==> src/hw/mm_pkg.sv <==
// sizes, register map and shared types of the tiled matmul engine
package mm_pkg;

  localparam int NLanes       = 4;
  localparam int TileBeats    = 4;   // beats per inner tile (M)
  localparam int OupFifoDepth = 4;
  localparam int DataW        = 8;
  localparam int AccW         = 24;
  localparam int DimW         = 8;
  localparam int ShiftW       = 4;

  localparam int BeatW    = $clog2(TileBeats);
  localparam int CreditW  = $clog2(OupFifoDepth + 1);
  localparam int FifoPtrW = $clog2(OupFifoDepth);

  localparam int SatMax = 2 ** (DataW - 1) - 1;
  localparam int SatMin = -(2 ** (DataW - 1));

  // word addresses on the host bus
  localparam logic [1:0] RegCtrl    = 2'd0;   // bit 0 starts a job
  localparam logic [1:0] RegDims    = 2'd1;   // rows, cols, inner_tiles from bit 0 up
  localparam logic [1:0] RegRequant = 2'd2;   // shift in [3:0], bias_en in bit 4
  localparam logic [1:0] RegStatus  = 2'd3;   // busy in bit 0

  typedef enum logic [1:0] {
    Idle,
    MatMul,
    Drain
  } step_e;

  typedef logic [NLanes-1:0] lane_mask_t;

  typedef struct packed {
    logic [DimW-1:0]   rows;
    logic [DimW-1:0]   cols;
    logic [DimW-1:0]   inner_tiles;  // in units of TileBeats
    logic              bias_en;
    logic [ShiftW-1:0] shift;
    logic              start;        // single cycle
  } job_t;

  typedef logic signed [NLanes-1:0][DataW-1:0] vec_t;

  typedef logic [NLanes-1:0][AccW-1:0] acc_vec_t;

  typedef struct packed {
    logic       en;
    logic       first;      // load instead of add
    logic       last;       // closes an output row
    lane_mask_t lane_mask;
  } mac_cmd_t;

  typedef vec_t oup_row_t;

endpackage

==> src/hw/mm_cfg_regs.sv <==
`timescale 1ns/1ps
// job registers behind a Wishbone classic slave
// control, dims and requant words plus a read-only busy status
module mm_cfg_regs (
  input  logic                 clk_i,
  input  logic                 rst_ni,
  input  logic                 wb_cyc_i,
  input  logic                 wb_stb_i,
  input  logic                 wb_we_i,
  input  logic [1:0]           wb_adr_i,
  input  logic [31:0]          wb_dat_i,
  output logic [31:0]          wb_dat_o,
  output logic                 wb_ack_o,
  input  logic                 busy_i,
  output mm_pkg::job_t         job_o
);

  logic                      req;
  logic                      ack_q;
  logic                      start_q;
  logic [mm_pkg::DimW-1:0]   rows_q;
  logic [mm_pkg::DimW-1:0]   cols_q;
  logic [mm_pkg::DimW-1:0]   inner_q;
  logic [mm_pkg::ShiftW-1:0] shift_q;
  logic                      bias_en_q;
  logic [31:0]               rdata_q;

  assign req = wb_cyc_i & wb_stb_i & ~ack_q;  // new access only

  always_ff @(posedge clk_i or negedge rst_ni) begin
    if (!rst_ni) begin
      ack_q     <= 1'b0;
      start_q   <= 1'b0;
      rows_q    <= '0;
      cols_q    <= '0;
      inner_q   <= '0;
      shift_q   <= '0;
      bias_en_q <= 1'b0;
    end else begin
      ack_q   <= req;
      start_q <= req & wb_we_i & (wb_adr_i == mm_pkg::RegCtrl) & wb_dat_i[0];
      if (req && wb_we_i) begin
        case (wb_adr_i)
          mm_pkg::RegDims: begin
            rows_q  <= wb_dat_i[mm_pkg::DimW-1:0];
            cols_q  <= wb_dat_i[2*mm_pkg::DimW-1:mm_pkg::DimW];
            inner_q <= wb_dat_i[3*mm_pkg::DimW-1:2*mm_pkg::DimW];
          end
          mm_pkg::RegRequant: begin
            shift_q   <= wb_dat_i[mm_pkg::ShiftW-1:0];
            bias_en_q <= wb_dat_i[mm_pkg::ShiftW];
          end
          default: ;
        endcase
      end
    end
  end

  always_ff @(posedge clk_i) begin
    if (req) begin
      case (wb_adr_i)
        mm_pkg::RegDims:    rdata_q <= {{(32-3*mm_pkg::DimW){1'b0}}, inner_q, cols_q, rows_q};
        mm_pkg::RegRequant: rdata_q <= {{(31-mm_pkg::ShiftW){1'b0}}, bias_en_q, shift_q};
        mm_pkg::RegStatus:  rdata_q <= {31'b0, busy_i};
        default:            rdata_q <= '0;  // control reads as zero
      endcase
    end
  end

  assign wb_ack_o = ack_q;
  assign wb_dat_o = rdata_q;

  assign job_o = '{rows:        rows_q,
                   cols:        cols_q,
                   inner_tiles: inner_q,
                   bias_en:     bias_en_q,
                   shift:       shift_q,
                   start:       start_q};

endmodule

==> src/hw/mm_ctrl.sv <==
`timescale 1ns/1ps
// step controller of the matmul engine
// walks inner tiles, column groups and rows, masks edge lanes, tracks output credits
module mm_ctrl (
  input  logic               clk_i,
  input  logic               rst_ni,
  input  mm_pkg::job_t       job_i,
  input  logic               inp_valid_i,
  input  logic               wgt_valid_i,
  input  logic               bias_valid_i,
  output logic               inp_ready_o,
  output logic               wgt_ready_o,
  output logic               bias_ready_o,
  input  logic               oup_pop_i,
  output mm_pkg::mac_cmd_t   mac_cmd_o,
  output mm_pkg::lane_mask_t oup_mask_o,
  output logic               busy_o
);

  mm_pkg::step_e              step_d, step_q;
  logic [mm_pkg::BeatW-1:0]   beat_d, beat_q;
  logic [mm_pkg::DimW-1:0]    inner_tile_d, inner_tile_q;
  logic [mm_pkg::DimW-1:0]    tile_x_d, tile_x_q;
  logic [mm_pkg::DimW-1:0]    tile_y_d, tile_y_q;
  logic [mm_pkg::CreditW-1:0] credit_d, credit_q;
  mm_pkg::lane_mask_t         lane_mask;
  mm_pkg::lane_mask_t         oup_mask_q;
  logic [mm_pkg::DimW:0]      col_sum;
  logic [mm_pkg::DimW-1:0]    col_tiles;
  logic                       grant;
  logic                       accept;
  logic                       first_beat;
  logic                       last_beat;

  // column groups, rounded up
  assign col_sum   = {1'b0, job_i.cols} + (mm_pkg::DimW+1)'(mm_pkg::NLanes - 1);
  assign col_tiles = mm_pkg::DimW'(col_sum / mm_pkg::NLanes);

  always_comb begin
    for (int i = 0; i < mm_pkg::NLanes; i++) begin
      lane_mask[i] = (int'(tile_x_q) * mm_pkg::NLanes + i) < int'(job_i.cols);
    end
  end

  assign first_beat = (beat_q == '0) && (inner_tile_q == '0);
  assign last_beat  = (beat_q == mm_pkg::BeatW'(mm_pkg::TileBeats - 1)) &&
                      (inner_tile_q == job_i.inner_tiles - 1'b1);

  // no grant while every FIFO slot is spoken for
  assign grant  = (step_q == mm_pkg::MatMul) &&
                  (credit_q < mm_pkg::CreditW'(mm_pkg::OupFifoDepth));
  assign accept = grant & inp_valid_i & wgt_valid_i & bias_valid_i;

  assign inp_ready_o  = grant & wgt_valid_i & bias_valid_i;
  assign wgt_ready_o  = grant & inp_valid_i & bias_valid_i;
  assign bias_ready_o = grant & inp_valid_i & wgt_valid_i;

  assign mac_cmd_o = '{en: accept, first: first_beat, last: last_beat, lane_mask: lane_mask};

  always_comb begin
    step_d       = step_q;
    beat_d       = beat_q;
    inner_tile_d = inner_tile_q;
    tile_x_d     = tile_x_q;
    tile_y_d     = tile_y_q;
    case (step_q)
      mm_pkg::Idle: begin
        beat_d       = '0;
        inner_tile_d = '0;
        tile_x_d     = '0;
        tile_y_d     = '0;
        if (job_i.start) begin
          step_d = mm_pkg::MatMul;
        end
      end
      mm_pkg::MatMul: begin
        if (accept) begin
          beat_d = beat_q + 1'b1;
          if (beat_q == mm_pkg::BeatW'(mm_pkg::TileBeats - 1)) begin
            beat_d       = '0;
            inner_tile_d = inner_tile_q + 1'b1;
            if (last_beat) begin  // row of this column group done
              inner_tile_d = '0;
              tile_x_d     = tile_x_q + 1'b1;
              if (tile_x_q == col_tiles - 1'b1) begin
                tile_x_d = '0;
                tile_y_d = tile_y_q + 1'b1;
                if (tile_y_q == job_i.rows - 1'b1) begin
                  tile_y_d = '0;
                  step_d   = mm_pkg::Drain;
                end
              end
            end
          end
        end
      end
      mm_pkg::Drain: begin
        if (credit_q == '0) begin  // last row popped
          step_d = mm_pkg::Idle;
        end
      end
      default: step_d = mm_pkg::Idle;
    endcase
  end

  // rows handed to the datapath and not yet popped
  always_comb begin
    credit_d = credit_q;
    if (accept && last_beat && !oup_pop_i) begin
      credit_d = credit_q + 1'b1;
    end else if (!(accept && last_beat) && oup_pop_i) begin
      credit_d = credit_q - 1'b1;
    end
  end

  always_ff @(posedge clk_i or negedge rst_ni) begin
    if (!rst_ni) begin
      step_q       <= mm_pkg::Idle;
      beat_q       <= '0;
      inner_tile_q <= '0;
      tile_x_q     <= '0;
      tile_y_q     <= '0;
      credit_q     <= '0;
      oup_mask_q   <= '0;
    end else begin
      step_q       <= step_d;
      beat_q       <= beat_d;
      inner_tile_q <= inner_tile_d;
      tile_x_q     <= tile_x_d;
      tile_y_q     <= tile_y_d;
      credit_q     <= credit_d;
      if (accept && last_beat) begin
        oup_mask_q <= lane_mask;  // held until the row is requantized
      end
    end
  end

  assign oup_mask_o = oup_mask_q;
  assign busy_o     = (step_q != mm_pkg::Idle) | job_i.start;

endmodule

==> src/hw/mm_mac_array.sv <==
`timescale 1ns/1ps
// N lanes of signed multiply-accumulate with a broadcast activation
module mm_mac_array (
  input  logic                       clk_i,
  input  logic                       rst_ni,
  input  mm_pkg::mac_cmd_t           cmd_i,
  input  logic signed [mm_pkg::DataW-1:0] act_i,
  input  mm_pkg::vec_t               wgt_i,
  output mm_pkg::acc_vec_t           acc_o,
  output logic                       row_done_o
);

  logic row_done_q;

  for (genvar i = 0; i < mm_pkg::NLanes; i++) begin : g_lane
    logic signed [2*mm_pkg::DataW-1:0] prod;
    logic [mm_pkg::AccW-1:0]           acc_q;

    assign prod = act_i * $signed(wgt_i[i]);

    always_ff @(posedge clk_i) begin
      if (cmd_i.en) begin
        if (!cmd_i.lane_mask[i]) begin
          acc_q <= '0;  // lane past cols
        end else if (cmd_i.first) begin
          acc_q <= mm_pkg::AccW'(prod);
        end else begin
          acc_q <= acc_q + mm_pkg::AccW'(prod);
        end
      end
    end

    assign acc_o[i] = acc_q;
  end

  always_ff @(posedge clk_i or negedge rst_ni) begin
    if (!rst_ni) begin
      row_done_q <= 1'b0;
    end else begin
      row_done_q <= cmd_i.en & cmd_i.last;
    end
  end

  assign row_done_o = row_done_q;

endmodule

==> src/hw/mm_requant.sv <==
`timescale 1ns/1ps
// bias add, arithmetic shift and 8-bit saturation of a finished row
// registered stage, pushes one cycle after row_done
module mm_requant (
  input  logic                        clk_i,
  input  logic                        rst_ni,
  input  mm_pkg::acc_vec_t            acc_i,
  input  logic                        row_done_i,
  input  mm_pkg::vec_t                bias_i,
  input  logic                        bias_en_i,
  input  logic [mm_pkg::ShiftW-1:0]   shift_i,
  input  mm_pkg::lane_mask_t          mask_i,
  output logic                        push_o,
  output mm_pkg::oup_row_t            row_o
);

  mm_pkg::vec_t     bias_q;
  mm_pkg::oup_row_t row_d;
  mm_pkg::oup_row_t row_q;
  logic             push_q;

  // on row_done this holds the bias of the row's last beat
  always_ff @(posedge clk_i) begin
    bias_q <= bias_i;
  end

  for (genvar i = 0; i < mm_pkg::NLanes; i++) begin : g_lane
    logic signed [mm_pkg::AccW:0] bias_ext;
    logic signed [mm_pkg::AccW:0] sum;
    logic signed [mm_pkg::AccW:0] shifted;
    logic [mm_pkg::DataW-1:0]     sat;

    assign bias_ext = (bias_en_i && mask_i[i]) ? (mm_pkg::AccW+1)'($signed(bias_q[i])) : '0;
    assign sum      = $signed({acc_i[i][mm_pkg::AccW-1], acc_i[i]}) + bias_ext;
    assign shifted  = sum >>> shift_i;

    always_comb begin
      if (shifted > mm_pkg::SatMax) begin
        sat = mm_pkg::DataW'(mm_pkg::SatMax);
      end else if (shifted < mm_pkg::SatMin) begin
        sat = mm_pkg::DataW'(mm_pkg::SatMin);
      end else begin
        sat = shifted[mm_pkg::DataW-1:0];
      end
    end

    assign row_d[i] = mask_i[i] ? sat : '0;
  end

  always_ff @(posedge clk_i) begin
    if (row_done_i) begin
      row_q <= row_d;
    end
  end

  always_ff @(posedge clk_i or negedge rst_ni) begin
    if (!rst_ni) begin
      push_q <= 1'b0;
    end else begin
      push_q <= row_done_i;
    end
  end

  assign push_o = push_q;
  assign row_o  = row_q;

endmodule

==> src/hw/mm_oup_fifo.sv <==
`timescale 1ns/1ps
// output row FIFO, valid/ready on the read side
module mm_oup_fifo (
  input  logic             clk_i,
  input  logic             rst_ni,
  input  logic             push_i,
  input  mm_pkg::oup_row_t row_i,
  output logic             valid_o,
  input  logic             ready_i,
  output mm_pkg::oup_row_t row_o,
  output logic             pop_o
);

  mm_pkg::oup_row_t            mem [mm_pkg::OupFifoDepth];
  logic [mm_pkg::FifoPtrW:0]   wr_ptr_q;
  logic [mm_pkg::FifoPtrW:0]   rd_ptr_q;

  // extra pointer bit tells full from empty
  assign valid_o = wr_ptr_q != rd_ptr_q;
  assign pop_o   = valid_o & ready_i;
  assign row_o   = mem[rd_ptr_q[mm_pkg::FifoPtrW-1:0]];

  always_ff @(posedge clk_i) begin
    if (push_i) begin
      mem[wr_ptr_q[mm_pkg::FifoPtrW-1:0]] <= row_i;
    end
  end

  always_ff @(posedge clk_i or negedge rst_ni) begin
    if (!rst_ni) begin
      wr_ptr_q <= '0;
      rd_ptr_q <= '0;
    end else begin
      if (push_i) begin
        wr_ptr_q <= wr_ptr_q + 1'b1;  // credits keep this from overflowing
      end
      if (pop_o) begin
        rd_ptr_q <= rd_ptr_q + 1'b1;
      end
    end
  end

endmodule

==> src/hw/mm_top.sv <==
`timescale 1ns/1ps
// tiled matmul engine top
// register block, step controller, MAC array, requant stage and output FIFO
module mm_top (
  input  logic                            clk_i,
  input  logic                            rst_ni,
  input  logic                            wb_cyc_i,
  input  logic                            wb_stb_i,
  input  logic                            wb_we_i,
  input  logic [1:0]                      wb_adr_i,
  input  logic [31:0]                     wb_dat_i,
  output logic [31:0]                     wb_dat_o,
  output logic                            wb_ack_o,
  input  logic                            inp_valid_i,
  output logic                            inp_ready_o,
  input  logic signed [mm_pkg::DataW-1:0] act_i,
  input  logic                            wgt_valid_i,
  output logic                            wgt_ready_o,
  input  mm_pkg::vec_t                    wgt_i,
  input  logic                            bias_valid_i,
  output logic                            bias_ready_o,
  input  mm_pkg::vec_t                    bias_i,
  output logic                            oup_valid_o,
  input  logic                            oup_ready_i,
  output mm_pkg::oup_row_t                oup_data_o,
  output logic                            busy_o
);

  mm_pkg::job_t       job;
  mm_pkg::mac_cmd_t   mac_cmd;
  mm_pkg::lane_mask_t oup_mask;
  mm_pkg::acc_vec_t   acc;
  mm_pkg::oup_row_t   rq_row;
  logic               row_done;
  logic               rq_push;
  logic               oup_pop;

  mm_cfg_regs i_cfg_regs (
    .clk_i, .rst_ni,
    .wb_cyc_i, .wb_stb_i, .wb_we_i, .wb_adr_i, .wb_dat_i, .wb_dat_o, .wb_ack_o,
    .busy_i (busy_o),
    .job_o  (job)
  );

  mm_ctrl i_ctrl (
    .clk_i, .rst_ni,
    .job_i        (job),
    .inp_valid_i, .wgt_valid_i, .bias_valid_i,
    .inp_ready_o, .wgt_ready_o, .bias_ready_o,
    .oup_pop_i    (oup_pop),
    .mac_cmd_o    (mac_cmd),
    .oup_mask_o   (oup_mask),
    .busy_o
  );

  mm_mac_array i_mac_array (
    .clk_i, .rst_ni,
    .cmd_i      (mac_cmd),
    .act_i,
    .wgt_i,
    .acc_o      (acc),
    .row_done_o (row_done)
  );

  mm_requant i_requant (
    .clk_i, .rst_ni,
    .acc_i      (acc),
    .row_done_i (row_done),
    .bias_i,
    .bias_en_i  (job.bias_en),
    .shift_i    (job.shift),
    .mask_i     (oup_mask),
    .push_o     (rq_push),
    .row_o      (rq_row)
  );

  mm_oup_fifo i_oup_fifo (
    .clk_i, .rst_ni,
    .push_i  (rq_push),
    .row_i   (rq_row),
    .valid_o (oup_valid_o),
    .ready_i (oup_ready_i),
    .row_o   (oup_data_o),
    .pop_o   (oup_pop)
  );

endmodule

==> config.mk <==
export PLATFORM = sky130hd
export DESIGN_NAME = mm_top
export DESIGN_NICKNAME = d
export VERILOG_FILES = /design/src/hw/mm_pkg.sv /design/src/hw/mm_cfg_regs.sv /design/src/hw/mm_ctrl.sv /design/src/hw/mm_mac_array.sv /design/src/hw/mm_requant.sv /design/src/hw/mm_oup_fifo.sv /design/src/hw/mm_top.sv
export SDC_FILE = /design/constraint.sdc
export NUM_CORES = 2
export LEC_CHECK = 0
export BUFFER_PORTS_ARGS = -buffer_cell sky130_fd_sc_hd__buf_2
export CAP_MARGIN = 20
export CORE_AREA = 2 2 261 263
export DETAILED_ROUTE_END_ITERATION = 16
export DIE_AREA = 0 0 263 265
export PLACE_DENSITY_LB_ADDON = 0.3
export SLEW_MARGIN = 0
export SYNTH_ARGS = -nofsm -noshare
export SYNTH_HDL_FRONTEND = slang
export SYNTH_SLANG_ARGS = --single-unit
==> constraint.sdc <==
create_clock -name clk_i -period 15.2 [get_ports clk_i]
set_clock_uncertainty 0.1 [all_clocks]
set_input_delay 0 -clock clk_i [delete_from_list [all_inputs] [get_ports clk_i]]
set_output_delay 0 -clock clk_i [all_outputs]
set_load 0.01 [all_outputs]
==> impl_metrics.env <==
export IMPL_core_area_um2=66800
export IMPL_fmax_ghz=0.145
export IMPL_reg2reg_from="i_cfg_regs.bias_en_q"
export IMPL_dpl_hpwl_mm=79.2
export IMPL_nFillCells=5235
export IMPL_areaGrowthSynthToFinish_pct=9.95
export IMPL_grt_max_degree=87
export IMPL_routabilityCongestion=0.961
export IMPL_start_kind="input port"
export IMPL_holdPathStages=4
export IMPL_synth_cells=4653
export IMPL_maxSlewViolCount=0
export IMPL_clkPwrFrac_pct=10.7
export IMPL_die_area_um2=69700
export IMPL_layout_core_utilization_pct=68.7
export IMPL_start_util_pct=62.5
export IMPL_min_period_over_period_pct=45.4
export IMPL_fin_ws_ns=8.31
export IMPL_irDropWorstVdd_mv=0.203
export IMPL_ios=185
export IMPL_max_slew_margin_rel_pct=21.1
export IMPL_final_area_um2=45900
export IMPL_tightest_slew_ns=1.18
export IMPL_end_kind="register"
export IMPL_die_x_um=263
export IMPL_synth_distinct_cells=103
export IMPL_cts_sink_count=386
export IMPL_status="complete, no violations"
export IMPL_critPathBufInv=8
export IMPL_nets=5486
export IMPL_cts_resized_gates=0
export IMPL_place_area_um2=43200
export IMPL_crit_fanout=14
export IMPL_r2r_cells=15
export IMPL_wirelength_mm=110
export IMPL_fin_setup_tns_ns=0
export IMPL_hold_end="i_cfg_regs.cols_q[3]"
export IMPL_grt_pass1_vias=34800
export IMPL_rsz0062_at_grt="false"
export IMPL_die_y_um=265
export IMPL_maxCapViolations=0
export IMPL_clock_latency_ns=0.61
export IMPL_finalSetupViolations=0
export IMPL_power_mw=11.0
export IMPL_vias_per_cell=6.29
export IMPL_worst_hold_slack_ns=0.0502
export IMPL_r2r_setup_slack_ns=9.12
export IMPL_final_cells=5717
export IMPL_cts_htree_levels=2
export IMPL_p_int_mw=5.56
export IMPL_grt_first_pass_wirelength_mm=178
export IMPL_period_needed_ns=6.89
export IMPL_rr_endpoint="i_requant.row_o[18]"
export IMPL_ys_seq_elements=386
export IMPL_avgSynthCellArea_um2=8.97
export IMPL_crit_required_ns=15.44
export IMPL_grt_overflow=0
export IMPL_ant_nets=0
export IMPL_crit_slowest_cell="or4b_2"
export IMPL_root_buffer="clkbuf_16"
export IMPL_synthFlopType="edfxtp_1"
export IMPL_clk_pin_slew_ns=0.06
export IMPL_synth_warnings=0
export IMPL_antenna_found_initial=2
export IMPL_dr_pass1_iters=12
export IMPL_leakage_nw=19.6
export IMPL_async_flop_share_pct=19.2
export IMPL_arrival_ns=7.14
export IMPL_worstHoldPathType="input port to register"
export IMPL_cp_common_cell="inv_1"
export IMPL_vias=35900
export IMPL_port_buffer_count=168
export IMPL_drc_errors=0
export IMPL_netlist_area_um2=41700
export IMPL_std_cell_rows=95
export IMPL_drive_above_1_share_pct=9.11
export IMPL_cts_buffers=45
export IMPL_seq_power_share_pct=14.1
export IMPL_placed_cells=5526
export IMPL_synth_edf_count=280
export IMPL_min_from="wb_dat_i[11]"
export IMPL_detailedPlace_worstSlack_ns=7.48
export IMPL_drt_iter0_drc=3334
export IMPL_crit_family="adder cells"
export IMPL_wl_per_cell_um=19.2
export IMPL_post_cts_buffers=0
export IMPL_swShare_pct=49.4
export IMPL_cts_tree="built"
export IMPL_track_usage_pct=31.1
export IMPL_final_seq_area_um2=10900
export IMPL_combPwrFrac_pct=75.3
export IMPL_multiInputGateArea_um2=28300
export IMPL_critPathMaxStageDelay_ns=0.69
export IMPL_synth_seq_area_share_pct=26.1
export IMPL_critPathKind="input port to register"
export IMPL_switchingPower_mw=5.43
export IMPL_hold_viol=0
export IMPL_powerDensity_nw_per_um2=240
export IMPL_cts_buffer_depth=3
==> worst register-to-register path, cell delays in order, from the launching register on <==
cell	delay [ns]
dfrtp_1	0.33
buf_4	0.39
and3_1	0.70
ha_1	0.44
a21oi_1	0.25
o21ai_1	0.17
a211o_1	0.33
o21ai_0	0.44
a21oi_1	0.18
nor4_1	0.51
o31a_1	0.35
nand3b_1	0.11
a2111oi_0	0.53
o32a_1	0.24
a41oi_1	0.28
a21oi_1	0.46
==> worst max-delay path by stage <==
stage	from	endpoint	cells after the start
finish	wgt_i[16]	i_mac_array.g_lane[2].acc_q[22]	30
global route	wgt_i[16]	i_mac_array.g_lane[2].acc_q[23]	29
CTS	wgt_i[8]	i_mac_array.g_lane[1].acc_q[23]	29
detailed placement	act_i[1]	i_mac_array.g_lane[1].acc_q[23]	27
global placement	act_i[1]	i_mac_array.g_lane[1].acc_q[23]	27
floorplan	i_ctrl.step_q[1]	i_ctrl.tile_x_q[7]	12
==> cells in the final DEF, fill, tap and decap left out, types with 17 or more instances in the layout <==
cell and instances:
xor2_1 67, o211ai_1 51, xnor2_1 185, nand3_1 90, nor3_1 96, and2_1 226, a31oi_1 51, o21ai_0 196
dlygate4sd3_1 106, mux4_2 49, or3_1 30, buf_4 41, a211oi_1 77, edfxtp_1 280, nor2b_1 54, fa_1 229
nor4_1 27, dfrtp_1 69, inv_1 464, o21a_1 47, buf_2 167, a21oi_1 351, o21ai_1 26, o22ai_1 25
and3_1 69, ha_1 334, nand4_1 38, mux2i_1 62, nand2b_1 44, a211o_1 17, o31ai_1 24, a21o_1 80
a2111oi_0 20, nor2_1 278, clkbuf_16 48, mux2_2 39, o21bai_1 50, dfxtp_1 32, nand2_1 366
==> layer usage <==
metal | wire length, µm | share of wire (%) | vias to the layer above | GRT usage [%]
li1 | - | - | 17000 | -
met1 | 47400 | 43 | 17400 | 41.9
met2 | 52200 | 48 | 1329 | 52.6
met3 | 7070 | 6.4 | 251 | 3.97
met4 | 3080 | 2.8 | 0 | 9.13
met5 | 0 | 0 | - | 0
==> state kept, by name (all words and copies together) (netlist names), 4 cells and up <==
register	cells
i_cfg_regs.inner_q	8
i_requant.row_o	32
i_ctrl.tile_x_q	8
i_cfg_regs.rows_q	8
i_cfg_regs.cols_q	8
i_ctrl.tile_y_q	8
i_cfg_regs.shift_q	4
i_mac_array.g_lane.acc_q	96
i_ctrl.inner_tile_q	8
i_oup_fifo.mem	128
i_requant.bias_q	32
i_cfg_regs.wb_dat_o	24
i_ctrl.oup_mask_o	4
==> cell type report <==
class | instances | share of cell area [%]
multi-input cells | 3592 | 61.6
clock inverters | 29 | 0.777
inverters | 468 | 3.83
well taps | 873 | 2.38
repair buffers | 315 | 4.87
flip-flops and latches | 386 | 23.8
diodes | 1 | 0.00545
clock buffers | 53 | 2.72
==> synthesized netlist by cell type, drive strengths merged, types with 62 or more instances <==
master / count / area share [%]
inv: 465 / 4.2
nand2: 367 / 3.3
a21oi: 353 / 4.3
ha: 334 / 10
nor2: 282 / 2.5
edfxtp: 280 / 20
fa: 229 / 11
and2: 228 / 3.4
o21ai: 227 / 2.7
xnor2: 186 / 3.9
clkbuf: 164 / 1.5
nor3: 96 / 1.2
nand3: 90 / 1.1
a211oi: 83 / 1.6
a21o: 80 / 1.4
dfrtp: 74 / 4.4
and3: 69 / 1.0
xor2: 67 / 1.4
mux2i: 62 / 1.5
==> power by group through the flow <==
stage          clock, mW  sequential, mW  combinational, mW
3_5_place_dp           0            1.56               8.02
5_1_grt             1.23            1.56               9.25
3_3_place_gp           0            1.56               7.82
2_1_floorplan          0            1.51               6.44
4_1_cts             1.19            1.54               8.12
6_report            1.17            1.55               8.27
==> cell families (layout without fill, tap and decap cells) <==
logic type | after synthesis | count (layout) | share of synthesized area (%)
compound gates | 1219 | 1219 | 19.3
xor+xnor | 253 | 253 | 5.33
fa+ha+maj | 563 | 563 | 21.0
buf+inv | 682 | 865 | 6.24
flops | 386 | 386 | 26.1
mux | 151 | 151 | 5.22
other cells | 1 | 9 | 0.00899
simple gates | 1398 | 1398 | 16.8
==> what timing repair did <==
action / CTS / global route
setup endpoints to repair: 0 / 0
hold buffers: 105 / 1
hold endpoints to repair: 172 / 21
No activity file was read; power rests on OpenSTA's default activity.
